**src/verilog/cbuf_acq_settings.svh**
```systemverilog
`ifndef CBUF_ACQ_SETTINGS_SVH
`define CBUF_ACQ_SETTINGS_SVH

////////////////////////////////////////////////////////////////////////////
// word and field widths

`define CBUF_WORD_W           132       // 4-bit contents tag plus payload
`define CBUF_PAYLOAD_W        128       // part of the word covered by the checksum
`define CBUF_PAIR_W           26        // two 13-bit samples, over-range bit in each LSB
`define CBUF_PAIRS_PER_BURST  4         // pairs packed into one data burst
`define CBUF_NUM_BURSTS_W     14        // bursts-per-fill count

////////////////////////////////////////////////////////////////////////////
// fixed header constants

// payload bits 127:126 of any header, sign-extended data only shows 00 or 11 here
`define CBUF_HDR_TAG          2'b01
`define CBUF_FILL_TRIG_COUNT  12'd1     // final waveform count, always one in cbuf mode
`define CBUF_WFM_INDEX        23'd1     // waveform index, always one in cbuf mode

`endif

```
**src/verilog/cbuf_acq_pkg.sv**
```systemverilog
package cbuf_acq_pkg;

    ////////////////////////////////////////////////////////////////////////////
    // sequencer states

    typedef enum logic [2:0] {
        ST_IDLE     = 3'd0,             // waiting for acq_start
        ST_FILL_HDR = 3'd1,             // fill header select cycle
        ST_WFM_HDR  = 3'd2,             // waveform header select cycle
        ST_DATA     = 3'd3,             // one select per burst_ready
        ST_CHECKSUM = 3'd4              // checksum select cycle, fill ends here
    } acq_state_t;

    ////////////////////////////////////////////////////////////////////////////
    // burst contents tag in word bits 131:128

    typedef enum logic [3:0] {
        TAG_FILL_HDR = 4'd1,
        TAG_WFM_HDR  = 4'd2,
        TAG_DATA     = 4'd3,
        TAG_CHECKSUM = 4'd4
    } burst_tag_t;

endpackage

```
**src/verilog/adc_pair_collector.sv**
```systemverilog
`include "cbuf_acq_settings.svh"

module adc_pair_collector (
    input  logic                    clk,
    input  logic                    arst_n,
    input  logic                    acq_start,      // restarts the pair count
    input  logic [`CBUF_PAIR_W-1:0] adc_pair,
    input  logic                    adc_valid,
    output logic [`CBUF_PAIR_W-1:0] dat0,           // oldest pair
    output logic [`CBUF_PAIR_W-1:0] dat1,
    output logic [`CBUF_PAIR_W-1:0] dat2,
    output logic [`CBUF_PAIR_W-1:0] dat3,           // newest pair
    output logic                    burst_ready     // one cycle after the fourth pair
);

    localparam int LAST_PAIR = `CBUF_PAIRS_PER_BURST - 1;

    logic [1:0]              pair_cnt;              // slot for the next pair
    logic [`CBUF_PAIR_W-1:0] stage [0:LAST_PAIR-1]; // first three pairs of the group
    logic                    last_pair;
    logic [1:0]              wr_slot;

    // a pair arriving with acq_start becomes the first of a fresh group
    assign wr_slot   = acq_start ? 2'd0 : pair_cnt;
    assign last_pair = adc_valid && (wr_slot == 2'(LAST_PAIR));

    always_ff @(posedge clk or negedge arst_n) begin
        if (!arst_n) begin
            pair_cnt    <= 2'd0;
            burst_ready <= 1'b0;
        end else begin
            burst_ready <= last_pair;
            if (adc_valid) begin
                pair_cnt <= wr_slot + 2'd1;         // wraps to zero after the fourth
            end else if (acq_start) begin
                pair_cnt <= 2'd0;
            end
        end
    end

    // staging fills while the held set is being muxed
    always_ff @(posedge clk) begin
        if (adc_valid && !last_pair) begin
            stage[wr_slot] <= adc_pair;
        end
        if (last_pair) begin                        // copy the whole group in one edge
            dat0 <= stage[0];
            dat1 <= stage[1];
            dat2 <= stage[2];
            dat3 <= adc_pair;
        end
    end

    // a burst needs four strobes so two back-to-back pulses mean a broken count
    a_ready_single: assert property (@(posedge clk) disable iff (!arst_n)
        burst_ready |=> !burst_ready);

endmodule

```
**src/verilog/cbuf_acq_top.sv**
```systemverilog
`include "cbuf_acq_settings.svh"

module cbuf_acq_top import cbuf_acq_pkg::*; (
    input  logic                          clk,
    input  logic                          arst_n,
    input  logic [`CBUF_PAIR_W-1:0]       adc_pair,
    input  logic                          adc_valid,
    input  logic                          acq_start,
    input  logic [23:0]                   fill_num,
    input  logic [1:0]                    fill_type,
    input  logic [22:0]                   burst_start_adr,
    input  logic [11:0]                   channel_tag,
    input  logic [`CBUF_NUM_BURSTS_W-1:0] num_bursts,
    input  logic [15:0]                   pre_trig,
    input  logic [3:0]                    xadc_alarms,
    output logic [`CBUF_WORD_W-1:0]       fifo_dat,
    output logic                          fifo_wr,
    output logic                          busy,
    output logic                          fill_done
);

    logic [`CBUF_PAIR_W-1:0] dat0;
    logic [`CBUF_PAIR_W-1:0] dat1;
    logic [`CBUF_PAIR_W-1:0] dat2;
    logic [`CBUF_PAIR_W-1:0] dat3;
    logic                    burst_ready;
    logic                    select_fill_hdr;
    logic                    select_wfm_hdr;
    logic                    select_dat;
    logic                    select_checksum;
    acq_state_t              state;

    adc_pair_collector u_collector (
        .clk         (clk),
        .arst_n      (arst_n),
        .acq_start   (acq_start),
        .adc_pair    (adc_pair),
        .adc_valid   (adc_valid),
        .dat0        (dat0),
        .dat1        (dat1),
        .dat2        (dat2),
        .dat3        (dat3),
        .burst_ready (burst_ready)
    );

    cbuf_burst_sequencer u_sequencer (
        .clk             (clk),
        .arst_n          (arst_n),
        .acq_start       (acq_start),
        .burst_ready     (burst_ready),
        .num_bursts      (num_bursts),
        .select_fill_hdr (select_fill_hdr),
        .select_wfm_hdr  (select_wfm_hdr),
        .select_dat      (select_dat),
        .select_checksum (select_checksum),
        .state           (state),
        .busy            (busy),
        .fill_done       (fill_done)
    );

    cbuf_burst_mux u_mux (
        .clk             (clk),
        .arst_n          (arst_n),
        .dat0            (dat0),
        .dat1            (dat1),
        .dat2            (dat2),
        .dat3            (dat3),
        .channel_tag     (channel_tag),
        .fill_type       (fill_type),
        .burst_start_adr (burst_start_adr),
        .fill_num        (fill_num),
        .xadc_alarms     (xadc_alarms),
        .num_bursts      (num_bursts),
        .pre_trig        (pre_trig),
        .select_fill_hdr (select_fill_hdr),
        .select_wfm_hdr  (select_wfm_hdr),
        .select_dat      (select_dat),
        .select_checksum (select_checksum),
        .state           (state),
        .fifo_dat        (fifo_dat),
        .fifo_wr         (fifo_wr)
    );

endmodule

```
**src/verilog/cbuf_burst_mux.sv**
```systemverilog
`include "cbuf_acq_settings.svh"

module cbuf_burst_mux import cbuf_acq_pkg::*; (
    input  logic                          clk,
    input  logic                          arst_n,
    input  logic [`CBUF_PAIR_W-1:0]       dat0,            // oldest pair
    input  logic [`CBUF_PAIR_W-1:0]       dat1,
    input  logic [`CBUF_PAIR_W-1:0]       dat2,
    input  logic [`CBUF_PAIR_W-1:0]       dat3,
    input  logic [11:0]                   channel_tag,
    input  logic [1:0]                    fill_type,
    input  logic [22:0]                   burst_start_adr, // DDR3 burst address
    input  logic [23:0]                   fill_num,
    input  logic [3:0]                    xadc_alarms,
    input  logic [`CBUF_NUM_BURSTS_W-1:0] num_bursts,
    input  logic [15:0]                   pre_trig,        // pre-trigger ADC pairs
    input  logic                          select_fill_hdr,
    input  logic                          select_wfm_hdr,
    input  logic                          select_dat,
    input  logic                          select_checksum,
    input  acq_state_t                    state,           // only checked, never decoded
    output logic [`CBUF_WORD_W-1:0]       fifo_dat,
    output logic                          fifo_wr
);

    logic [`CBUF_PAYLOAD_W-1:0] fill_hdr;
    logic [`CBUF_PAYLOAD_W-1:0] wfm_hdr;
    logic [`CBUF_PAYLOAD_W-1:0] data;
    logic [`CBUF_PAYLOAD_W-1:0] checksum;
    logic [3:0]                 alarms_q;                  // last alarms put in a header
    logic [3:0]                 alarms_hdr;
    logic [25:0]                start_adr;

    assign start_adr = {burst_start_adr, 3'd0};            // 3 LSBs always zero

    ////////////////////////////////////////////////////////////////////////////
    // cbuf fill header

    assign fill_hdr[23:0]    = fill_num;
    assign fill_hdr[25:24]   = fill_type;
    assign fill_hdr[26]      = 1'b0;                       // sync-style format
    assign fill_hdr[40:27]   = num_bursts;
    assign fill_hdr[49:41]   = 9'd0;                       // sync burst count, unused here
    assign fill_hdr[75:50]   = start_adr;
    assign fill_hdr[87:76]   = `CBUF_FILL_TRIG_COUNT;
    assign fill_hdr[103:88]  = pre_trig;
    assign fill_hdr[109:104] = 6'd0;
    assign fill_hdr[121:110] = channel_tag;
    assign fill_hdr[122]     = 1'b1;                       // cbuf flag
    assign fill_hdr[125:123] = 3'd0;
    assign fill_hdr[127:126] = `CBUF_HDR_TAG;

    ////////////////////////////////////////////////////////////////////////////
    // cbuf waveform header

    // live alarms in the select cycle so word and checksum see the same bits
    assign alarms_hdr = select_wfm_hdr ? xadc_alarms : alarms_q;

    assign wfm_hdr[13:0]     = num_bursts;
    assign wfm_hdr[25:14]    = pre_trig[11:0];             // pre-trigger LSBs
    assign wfm_hdr[51:26]    = start_adr;
    assign wfm_hdr[74:52]    = `CBUF_WFM_INDEX;
    assign wfm_hdr[78:75]    = pre_trig[15:12];            // pre-trigger MSBs
    assign wfm_hdr[97:79]    = 19'd0;
    assign wfm_hdr[109:98]   = channel_tag;
    assign wfm_hdr[113:110]  = alarms_hdr;
    assign wfm_hdr[114]      = 1'b1;                       // cbuf flag
    assign wfm_hdr[125:115]  = 11'd0;
    assign wfm_hdr[127:126]  = `CBUF_HDR_TAG;

    ////////////////////////////////////////////////////////////////////////////
    // data, eight 16-bit samples oldest in the low word

    // drop over-range bits, sign of each 12-bit value fills the top nibble
    function automatic logic [31:0] pair_words(input logic [`CBUF_PAIR_W-1:0] pair);
        return {{4{pair[25]}}, pair[25:14], {4{pair[12]}}, pair[12:1]};
    endfunction

    assign data = {pair_words(dat3), pair_words(dat2), pair_words(dat1), pair_words(dat0)};

    ////////////////////////////////////////////////////////////////////////////
    // running checksum and output register

    always_ff @(posedge clk) begin
        if (select_fill_hdr) begin
            checksum <= fill_hdr;                          // new fill starts the sum
        end else if (select_wfm_hdr) begin
            checksum <= checksum ^ wfm_hdr;
            alarms_q <= xadc_alarms;
        end else if (select_dat) begin
            checksum <= checksum ^ data;
        end
    end

    always_ff @(posedge clk) begin
        if (select_fill_hdr) begin
            fifo_dat <= {TAG_FILL_HDR, fill_hdr};
        end else if (select_wfm_hdr) begin
            fifo_dat <= {TAG_WFM_HDR, wfm_hdr};
        end else if (select_dat) begin
            fifo_dat <= {TAG_DATA, data};
        end else if (select_checksum) begin
            fifo_dat <= {TAG_CHECKSUM, checksum};          // covers selects up to last cycle
        end
    end

    always_ff @(posedge clk or negedge arst_n) begin
        if (!arst_n) begin
            fifo_wr <= 1'b0;
        end else begin
            fifo_wr <= select_fill_hdr | select_wfm_hdr | select_dat | select_checksum;
        end
    end

    // data outside ST_DATA would corrupt the header order of the fill
    a_dat_in_data_state: assert property (@(posedge clk) disable iff (!arst_n)
        select_dat |-> (state == ST_DATA));

endmodule

```
**src/verilog/cbuf_burst_sequencer.sv**
```systemverilog
`include "cbuf_acq_settings.svh"

module cbuf_burst_sequencer import cbuf_acq_pkg::*; (
    input  logic                         clk,
    input  logic                         arst_n,
    input  logic                         acq_start,       // ignored unless idle
    input  logic                         burst_ready,     // pulse from the collector
    input  logic [`CBUF_NUM_BURSTS_W-1:0] num_bursts,     // held stable through the fill
    output logic                         select_fill_hdr,
    output logic                         select_wfm_hdr,
    output logic                         select_dat,
    output logic                         select_checksum,
    output acq_state_t                   state,
    output logic                         busy,
    output logic                         fill_done
);

    logic [`CBUF_NUM_BURSTS_W-1:0] bursts_left;          // data selects still owed
    logic                          pending;              // burst seen during a header
    logic                          sel_dat_q;
    logic                          take_burst;

    assign take_burst = burst_ready || pending;

    ////////////////////////////////////////////////////////////////////////////
    // fill state machine

    always_ff @(posedge clk or negedge arst_n) begin
        if (!arst_n) begin
            state       <= ST_IDLE;
            bursts_left <= '0;
            pending     <= 1'b0;
            sel_dat_q   <= 1'b0;
        end else begin
            sel_dat_q <= 1'b0;                           // single-cycle strobe
            case (state)
                ST_IDLE: begin
                    pending <= 1'b0;                     // stray bursts before a fill
                    if (acq_start) begin
                        bursts_left <= num_bursts;
                        state       <= ST_FILL_HDR;
                    end
                end
                ST_FILL_HDR: begin
                    if (burst_ready) begin
                        pending <= 1'b1;                 // hold it until ST_DATA
                    end
                    state <= ST_WFM_HDR;
                end
                ST_WFM_HDR: begin
                    pending <= 1'b0;
                    if (bursts_left == '0) begin
                        state <= ST_CHECKSUM;            // empty fill, headers only
                    end else begin
                        state <= ST_DATA;
                        if (take_burst) begin            // held or fresh burst goes first
                            sel_dat_q   <= 1'b1;
                            bursts_left <= bursts_left - 1'b1;
                        end
                    end
                end
                ST_DATA: begin
                    if (bursts_left == '0) begin
                        state <= ST_CHECKSUM;            // one cycle after the last select
                    end else if (burst_ready) begin
                        sel_dat_q   <= 1'b1;
                        bursts_left <= bursts_left - 1'b1;
                    end
                end
                ST_CHECKSUM: begin
                    state <= ST_IDLE;
                end
                default: begin
                    state <= ST_IDLE;
                end
            endcase
        end
    end

    // header and checksum selects decode straight from the state
    assign select_fill_hdr = (state == ST_FILL_HDR);
    assign select_wfm_hdr  = (state == ST_WFM_HDR);
    assign select_dat      = sel_dat_q;
    assign select_checksum = (state == ST_CHECKSUM);
    assign fill_done       = (state == ST_CHECKSUM); // same cycle as the checksum select
    assign busy            = (state != ST_IDLE);

    a_select_onehot: assert property (@(posedge clk) disable iff (!arst_n)
        $onehot0({select_fill_hdr, select_wfm_hdr, select_dat, select_checksum}));

endmodule
```
**config.mk**
```make
export PLATFORM = sky130hd
export DESIGN_NAME = cbuf_acq_top
export DESIGN_NICKNAME = d
export VERILOG_FILES = /design/src/verilog/cbuf_acq_pkg.sv /design/src/verilog/adc_pair_collector.sv /design/src/verilog/cbuf_acq_top.sv /design/src/verilog/cbuf_burst_mux.sv /design/src/verilog/cbuf_burst_sequencer.sv
export VERILOG_INCLUDE_DIRS = /design/src /design/src/verilog
export SDC_FILE = /design/constraint.sdc
export NUM_CORES = 1
export LEC_CHECK = 0
export BUFFER_PORTS_ARGS = -buffer_cell sky130_fd_sc_hd__buf_2
export CORE_ASPECT_RATIO = 0.8
export CORE_MARGIN = 2
export CORE_UTILIZATION = 45
export CTS_BUF_LIST = sky130_fd_sc_hd__clkbuf_4
export CTS_CLUSTER_DIAMETER = 60
export CTS_CLUSTER_SIZE = 8
export DETAILED_ROUTE_END_ITERATION = 12
export HOLD_SLACK_MARGIN = 0.03
export PLACE_DENSITY_LB_ADDON = 0.12
export SLEW_MARGIN = 10
export SYNTH_ARGS = -nofsm -noshare
export SYNTH_HDL_FRONTEND = slang
export SYNTH_SLANG_ARGS = --single-unit
```
**constraint.sdc**
```tcl
create_clock -name clk -period 13.17 [get_ports clk]
set_clock_uncertainty 0.1 [all_clocks]
set_input_delay 0 -clock clk [delete_from_list [all_inputs] [get_ports clk]]
set_output_delay 0 -clock clk [all_outputs]
set_load 0.02 [all_outputs]
```
* Word-level counts from Yosys, hierarchy flattened
Memories as Yosys holds them, arrays and structs flattened. A register that Yosys moved wholly into a read port is not among the register bits.
Cells that the tools add are included.
** Word-level totals
- Input bits :: 125
- Register bits :: 312
- Memory bits (writable) :: 78
- Memories kept :: 1
- Output and inout port bits :: 135
** Memories
- u_collector.stage :: depth 3, width 26, read ports 3, clocked after memory_dff 3, wr ports 1, line adc_pair_collector.sv:19 : logic [`CBUF_PAIR_W-1:0] stage [0:LAST_PAIR-1];
** Cells by class
- Multiplexer cells :: 29
- Reduce and logical (&&, ||, !) cells :: 20
- Eq/ne operators :: 12
- Bitwise gates (word level) :: 5
- $add $sub $neg :: 2
** Operator list (count)
- $mux W130 :: 3
- $mux W128 :: 2
- $mux W122 :: 2
- $xor A128 B127 Y128 :: 1
- $xor A128 B128 Y128 :: 1
- $mux W14 :: 5
- $pmux W14 S3 :: 1
- $logic_not A14 Y1 :: 1
- $sub A14 B1 Y14 const B :: 1
- $ne A2 B2 Y1 const B :: 6
- $pmux W3 S4 :: 1
- $reduce_bool A3 Y1 :: 4
- $mux W3 :: 3
- $mux W1 :: 7
- $eq A3 B2 Y1 const B :: 2
- $reduce_and A6 Y1 :: 1
- $reduce_bool A2 Y1 :: 3
- $mux W2 :: 2
- $mux W4 :: 1
- $pmux W1 S2 :: 2
- $reduce_and A2 Y1 :: 2
- $reduce_bool A4 Y1 :: 1
- $reduce_or A2 Y1 :: 2
- $eq A3 B1 Y1 const B :: 1
- other kinds (10) :: 13

* Depth between registers and ports, before layout
Gate-level depths: netlist (run 1).
- Depth after elaboration :: 7
- Mapped depth :: 9

* Modules after synthesis
Synthesis (run 1) repeated with hierarchy kept, for this count alone.
** Second synthesis, totals
- Cells, all modules :: 1535
- Area total of the unflattened synthesis :: 20230.7 um^2
** Modules (own cells, without submodules)
- cbuf_burst_mux :: area each 13391.6 um^2, times used 1, cells an instance 1195
- adc_pair_collector :: area each 5664.2 um^2, times used 1, cells an instance 200
- cbuf_burst_sequencer :: area each 1174.9 um^2, times used 1, cells an instance 140

* Worst setup path after synthesis (run 1)
No wires, ideal clock.
- Path kind :: register to register
- Start point :: register u_sequencer.sel_dat_q (netlist: u_sequencer.select_dat)
- End point :: register u_mux.checksum[115], enable pin
- Setup time :: 0.496 ns
- Stages on the path, launching flop included :: 6
- Arrival :: 4.094 ns
- Path slack :: 8.479 ns
- Cell sequence :: dfrtp_1 clkbuf_1 clkinv_1 clkbuf_1 clkbuf_1 o21ai_0
** Between the ends
- Word-level cells in the longest chain between the ends :: 1
** RTL lines
- start: declaration :: line cbuf_burst_sequencer.sv:20 : logic sel_dat_q;
- start signal: assignment :: line cbuf_burst_sequencer.sv:33 : sel_dat_q <= 1'b0;
- start signal: assignment :: line cbuf_burst_sequencer.sv:35 : sel_dat_q <= 1'b0;
- start signal: assignment :: line cbuf_burst_sequencer.sv:57 : sel_dat_q <= 1'b1;
- $reduce_bool A3 Y1 (no source line)
- end signal: assignment :: line cbuf_burst_mux.sv:86 : checksum <= fill_hdr;
- end signal: assignment :: line cbuf_burst_mux.sv:88 : checksum <= checksum ^ wfm_hdr;
- end signal: assignment :: line cbuf_burst_mux.sv:91 : checksum <= checksum ^ data;
- end: declaration :: line cbuf_burst_mux.sv:29 : logic [`CBUF_PAYLOAD_W-1:0] checksum;
No other way between the ends.
A chain may end at the register's enable or synchronous reset.

* Worst setup path in the final report (run 1)
- Start point :: register u_sequencer.state[1]
- End point :: register u_mux.fifo_dat[53], data pin
** Between the ends
- Word-level cells in the longest chain between the ends :: 3
** RTL lines
- start: declaration :: line cbuf_burst_sequencer.sv:13 : output acq_state_t state,
- start signal: assignment :: line cbuf_burst_sequencer.sv:30 : state <= ST_IDLE;
- start signal: assignment :: line cbuf_burst_sequencer.sv:41 : state <= ST_FILL_HDR;
- start signal: assignment :: line cbuf_burst_sequencer.sv:48 : state <= ST_WFM_HDR;
- $eq A3 B2 Y1 :: line cbuf_burst_sequencer.sv:82 : assign select_wfm_hdr = (state == ST_WFM_HDR);
- $mux W130 :: line cbuf_burst_mux.sv:98 : end else if (select_wfm_hdr) begin
- $mux W122 (*) :: line cbuf_burst_mux.sv:96 : if (select_fill_hdr) begin
- end signal: assignment :: line cbuf_burst_mux.sv:97 : fifo_dat <= {TAG_FILL_HDR, fill_hdr};
- end signal: assignment :: line cbuf_burst_mux.sv:99 : fifo_dat <= {TAG_WFM_HDR, wfm_hdr};
- end signal: assignment :: line cbuf_burst_mux.sv:101 : fifo_dat <= {TAG_DATA, data};
- end: declaration :: line cbuf_burst_mux.sv:22 : output logic [`CBUF_WORD_W-1:0] fifo_dat,
Mark *: on every way between the ends. The rest lies on a longest branch, timed or not.

==> impl_metrics.json, run 1 <==
{
  "wl_met3_mm": 4.00,
  "p_sw_uw": 840,
  "clk_latency_ps": 770,
  "clk_path_buf_depth": 3,
  "synth.avg_cell_area_um2": 12.2,
  "fmax_ghz": 0.217,
  "setup_viol": 0,
  "synth_ff_type": "edfxtp_1",
  "cts_buffers": 66,
  "cts.htree.levels": 3,
  "io_buffers": 256,
  "power_density_nw_per_um2": 126,
  "synth_top_family_by_area": "compound AO/OA/AOI/OAI gates",
  "crit_type": "reg -> reg",
  "setup.worst_path.start_class": "flop",
  "rsz0062_at_grt": "no",
  "antenna_found_initial": 5,
  "row_count": 67,
  "cts_sinks": 450,
  "swShare": 0.273,
  "min_period_ps": 4600,
  "die_y_um": 189,
  "design_area_um2": 24400,
  "synth_compound_area_frac": 0.117,
  "path_clk_slew_ps": 110,
  "synthSimpleGateAreaFrac": 0.0798,
  "endpoint_kind": "flop",
  "remaining_drc_errors": 0,
  "finalNonFillerCells": 2682,
  "coreArea_um2": 42000,
  "hpwl_mm": 34.2,
  "async_flop_share": 0.0511,
  "gr-total-overflow": 0,
  "fin_crit_sh": 0.349,
  "hold_viol": 0,
  "cp_data_arrival_time_ps": 4970,
  "avgViaCountPerCell": 5.39,
  "synth_edf_count": 350,
  "ys_ff_latch": 450,
  "area_delta_synth_final_pct": 26.9,
  "routed_wl_mm": 57.1,
  "worstMarginPinSlew_ps": 1050,
  "internal-power_uw": 2240,
  "m1WireLength_mm": 25.0,
  "gp_congestion": 0.795,
  "maxSlewViolCount": 0,
  "met2_length_mm": 26.5,
  "grt_pass1_vias": 14800,
  "cp.required_ps": 13540,
  "start_util": 0.457,
  "boundaryPins": 260,
  "ant_nets": 0,
  "clock_power_share": 0.283,
  "cts_hold_buf": 266,
  "layout.cells.most_common": "edfxtp_1",
  "synth_cells": 1578,
  "routed.top_layer": "met5",
  "cts_tree": "yes",
  "cts_setup_buffers": 0,
  "track_usage": 0.257,
  "drv_cap": 0,
  "via_count": 14500,
  "layout_common_cells": "edfxtp_1 (350), dlygate4sd3_1 (265), buf_2 (256)",
  "synthXorXnorAreaFrac": 0.0588,
  "drive_gt1_frac": 0.197,
  "status": "completed",
  "p_comb_frac": 0.146,
  "dr.first_iter.drc_count": 1328,
  "cts_resized": 0,
  "die-area_um2": 44400,
  "place_area_um2": 20900,
  "setup_tns_ps": 0,
  "fp.dieW_um": 235,
  "crit_fanout": 75,
  "grt_max_degree": 87,
  "peakVddDrop_mv": 0.0916,
  "nNetsFinal": 2217,
  "wl_per_cell_um": 21.3,
  "cts_root_buf": "clkbuf_4",
  "yosysWarnings": 0,
  "netlist_area_um2": 19200,
  "hold_ws_ps": 105,
  "slew_headroom": 0.297,
  "syn_nets": 1708,
  "synth_fa_ha_area_frac": 0.00326,
  "yosysUniqueCellTypes": 52,
  "leakage_uw": 0.00916,
  "placed_cells": 2305,
  "muxShareOfSynthArea": 0.0554,
  "seq_area_frac_synth": 0.658,
  "drtPass1Iterations": 5,
  "min-delay-path-class": "in -> reg",
  "power_frac_seq": 0.572,
  "grt_pass1_wl_mm": 87.0
}
-- state kept, by name, summed over array words and instances (netlist names), 2 cells and up, named ones only --
signal / cells
u_mux.fifo_dat: 131
u_collector.dat2: 24
u_sequencer.bursts_left: 14
u_sequencer.state: 3
u_mux.checksum: 118
u_collector.dat1: 24
u_collector.stage: 72
u_collector.dat3: 24
u_collector.dat0: 24
u_collector.pair_cnt: 2
-- synth_stat cells, types with 5 or more instances --
| library cell | instances | area [um2] |
|---|---|---|
| a21oi_1 | 146 | 731 |
| a21oi_2 | 9 | 78.8 |
| a31oi_1 | 6 | 37.5 |
| and2_1 | 15 | 93.8 |
| and3_4 | 10 | 113 |
| buf_2 | 45 | 225 |
| buf_6 | 7 | 78.8 |
| clkbuf_1 | 43 | 161 |
| dfrtp_1 | 23 | 576 |
| dfxtp_1 | 77 | 1540 |
| edfxtp_1 | 350 | 10500 |
| ha_1 | 5 | 62.6 |
| inv_1 | 9 | 33.8 |
| mux2i_1 | 104 | 1040 |
| nand2_1 | 189 | 709 |
| nand3_1 | 9 | 45.0 |
| nor2_1 | 107 | 402 |
| o21ai_0 | 233 | 1170 |
| o21ai_1 | 5 | 25.0 |
| o31ai_1 | 5 | 37.5 |
| xnor2_1 | 45 | 394 |
| xor2_1 | 84 | 736 |
-- worst max-delay path: stages, from the launching register on --
cell and delay, ps:
dfrtp_1 510, nor2_1 180, and2_4 650, clkinv_1 1060
nand2_2 980, buf_4 560, o21ai_0 230
-- kinds of logic (layout without fill, tap and decap cells) --
family	Yosys count	in the layout
DFF	450	450
buffers and inverters	110	661
other	1	2
AOI/OAI and AO/OA	425	425
adders and majority gates	5	5
muxes	106	106
and+or+nand+nor	352	352
xor gates and xnor gates	129	129
-- power by group through the flow --
stage / sequential, uW / combinational (uW) / clock [uW]
final: 1760 / 448 / 870
after global routing: 1770 / 488 / 954
after CTS: 1760 / 446 / 893
after detailed placement: 1790 / 385 / 0
after global placement: 1780 / 376 / 0
after floorplan: 1840 / 168 / 0
-- per-stage QoR --
step / total power [uW] / setup slack (ps) / utilization
3_5_place_dp: 2170 / 8540 / 0.497
3_3_place_gp: 2160 / 8580 / 0.497
4_1_cts: 3100 / 8530 / 0.580
5_1_grt: 3220 / 8120 / 0.580
2_1_floorplan: 2010 / 8480 / -
6_report: 3080 / 8570 / 0.580
-- metal layers --
layer  track usage  up-vias
met3        0.0539      107
met5             0        -
met4        0.0901        4
li1              -     6703
met2         0.408      518
met1         0.353     7135
-- layout make-up --
class                      instances  area (um2)
inverter                          11        41.3
clock inverter                     8        61.3
tap                              552         691
sequential                       450       12600
clock buffer                     102         766
fill                            3477       17600
multi-input combinational       1018        6080
antenna                            1        2.50
timing repair buffer             540        4090
-- worst paths after layout --
kind | startpoint | cells past startpoint | end | slack, ps
max in group asynchronous | arst_n | 4 | u_sequencer.select_dat | 12600
min in group asynchronous | arst_n | 4 | u_sequencer.bursts_left[6] | 170
worst min-delay path | pre_trig[4] | 4 | u_mux.fifo_dat[92] | 110
worst max register to register | u_sequencer.state[1] | 6 | u_mux.fifo_dat[53] | 8570
worst max-delay path | u_sequencer.state[1] | 6 | u_mux.fifo_dat[53] | 8570
worst min register to register | u_collector.stage[1][1] | 0 | u_collector.dat1[1] | 280
Power figures use the tool's default switching activity.
==> run 2, diff against run 1 <==
Clock period 13.17 ns to 3.7 ns, I/O delays scaled along.
==> impl_metrics.json, run 2 (synthesized netlist as in run 1, its figures left out) <==
{
  "rsz0062_at_grt": "no",
  "layout.cells.most_common": "edfxtp_1",
  "wl_per_cell_um": 20.9,
  "setup_viol": 0,
  "largest-register": "u_mux.fifo_dat",
  "nNetsFinal": 2228,
  "drv_cap": 0,
  "track_usage": 0.253,
  "die_y_um": 189,
  "cp_data_arrival_time_ps": 3600,
  "path_buf_inv": 1,
  "endpoint_kind": "flop",
  "io_buffers": 256,
  "slowest_stage": "or3b_4",
  "drive_gt1_frac": 0.200,
  "power_density_nw_per_um2": 448,
  "nFillCells": 3527,
  "ff2ff_path_depth": 6,
  "cts.htree.levels": 3,
  "gp_congestion": 0.829,
  "hold_viol": 0,
  "setup.worst_path.start_class": "flop",
  "crit_fanout": 55,
  "start_util": 0.457,
  "gr-total-overflow": 0,
  "area_delta_synth_final_pct": 27.9,
  "die-area_um2": 44400,
  "peakVddDrop_mv": 0.243,
  "avgViaCountPerCell": 5.34,
  "postLayoutCoreUtil": 0.585,
  "cts_tree": "yes",
  "cts_sinks": 450,
  "antenna_found_initial": 5,
  "fp.dieW_um": 235,
  "grt_max_degree": 145,
  "hp-start": "channel_tag[1]",
  "dr.first_iter.drc_count": 1236,
  "path_clk_slew_ps": 110,
  "grt_pass1_vias": 14400,
  "maxSlewViolCount": 0,
  "cts_root_buf": "clkbuf_4",
  "drtPass1Iterations": 5,
  "reg2reg_from": "u_sequencer.state[1]",
  "crit_type": "reg -> reg",
  "status": "completed",
  "path_cells": "or3b_4 -> and2_1 -> a21oi_1 -> xor2_1 -> o21ai_0 -> dlygate4sd3_1",
  "hold_depth": 4,
  "cts_resized": 0,
  "crit_cells": 6,
  "fin_crit_sh": 0.848,
  "clk_latency_ps": 810,
  "slew_headroom": 0.260,
  "cts_buffers": 66,
  "worstMarginPinSlew_ps": 1110,
  "routed_wl_mm": 56.5,
  "cts_setup_buffers": 0,
  "fmax_ghz": 0.319,
  "min_to": "u_mux.checksum[111]",
  "largest_reg_flops": 131,
  "ant_nets": 0,
  "rr_endpoint": "u_mux.checksum[14]",
  "top_regs": "u_mux.fifo_dat: 131 flops, u_mux.checksum: 118 flops, u_collector.stage: 72 flops",
  "cp.required_ps": 4160,
  "hpwl_mm": 33.8,
  "coreArea_um2": 42000,
  "critical-path-max-stage-delay_ps": 1010,
  "layout_common_cells": "edfxtp_1 (350), dlygate4sd3_1 (269), buf_2 (256)",
  "cts_hold_buf": 270,
  "boundaryPins": 260,
  "min_period_ps": 3140,
  "grt_pass1_wl_mm": 85.2,
  "crit_family": "simple AND/OR/NAND/NOR gates",
  "leakage_uw": 0.00924,
  "remaining_drc_errors": 0,
  "clk_path_buf_depth": 3,
  "regToRegSetupSlack_ps": 560,
  "min-delay-path-class": "in -> reg",
  "row_count": 67,
  "setup_tns_ps": 0,
  "via_count": 14500
}
-- run 2: cell types whose count changed in the layout (fill, tap and decap cells not counted) --
cell           previous run  this run
buf_12                    1         6
buf_4                    18        20
bufinv_16                 1         0
clkbuf_4                102       112
diode_2                   1         9
dlygate4sd3_1           265       269
inv_2                     6         1
nor2b_1                   3         4
nor2b_2                   1         0
-- run 2: power breakdown --
part | switching (uW) | internal, uW
Clock | 1790 | 1360
Sequential | 318 | 5940
Combinational | 885 | 700
-- run 2: worst max path at each step --
stage	startpoint	to
after floorplan	u_sequencer.select_dat	u_mux.checksum[115]
after global placement	u_sequencer.state[1]	u_mux.checksum[33]
after detailed placement	u_sequencer.state[1]	u_mux.checksum[34]
after CTS	u_sequencer.state[1]	u_mux.checksum[14]
after global routing	u_sequencer.state[1]	u_mux.checksum[14]
final	u_sequencer.state[1]	u_mux.checksum[14]
-- run 2: cell type report --
| cell class | count | area, um2 | area share |
|---|---|---|---|
| well taps | 552 | 691 | 0.0281 |
| inverters | 11 | 41.3 | 0.00168 |
| diodes | 9 | 22.5 | 0.000917 |
| multi-input cells | 1018 | 6080 | 0.247 |
| clock buffers | 112 | 841 | 0.0342 |
| repair buffers | 551 | 4240 | 0.173 |
| flip-flops and latches | 450 | 12600 | 0.514 |
| clock inverters | 2 | 12.5 | 0.000509 |
-- run 2: worst register-to-register path, stage by stage, from the launching register on --
cell           delay (ps)
dfrtp_1               510
or3b_4               1020
and2_1                410
a21oi_1                80
xor2_1                150
o21ai_0                90
dlygate4sd3_1         580
-- run 2: metal layers --
layer  vias up  share of wire  global-route usage  routed length (um)
li1       6745              -                   -                   -
met1      7080           0.44               0.350               25000
met2       513           0.46               0.404               26100
met3       111          0.068              0.0535                3860
met4         4          0.026              0.0774                1460
met5         -        0.00048                   0                  27
-- run 2: through the flow --
step	instance area [um2]	hold WS, ps	setup slack [ps]	std cells	total power, uW
floorplan	19200	-396	109	1578	7150
global placement	21000	-40.5	978	2312	7680
detailed placement	21000	-43.7	940	2312	7730
CTS	24500	30.2	566	2696	11100
global route	24600	10.2	397	2704	11500
finish	24600	72.5	561	2705	11000
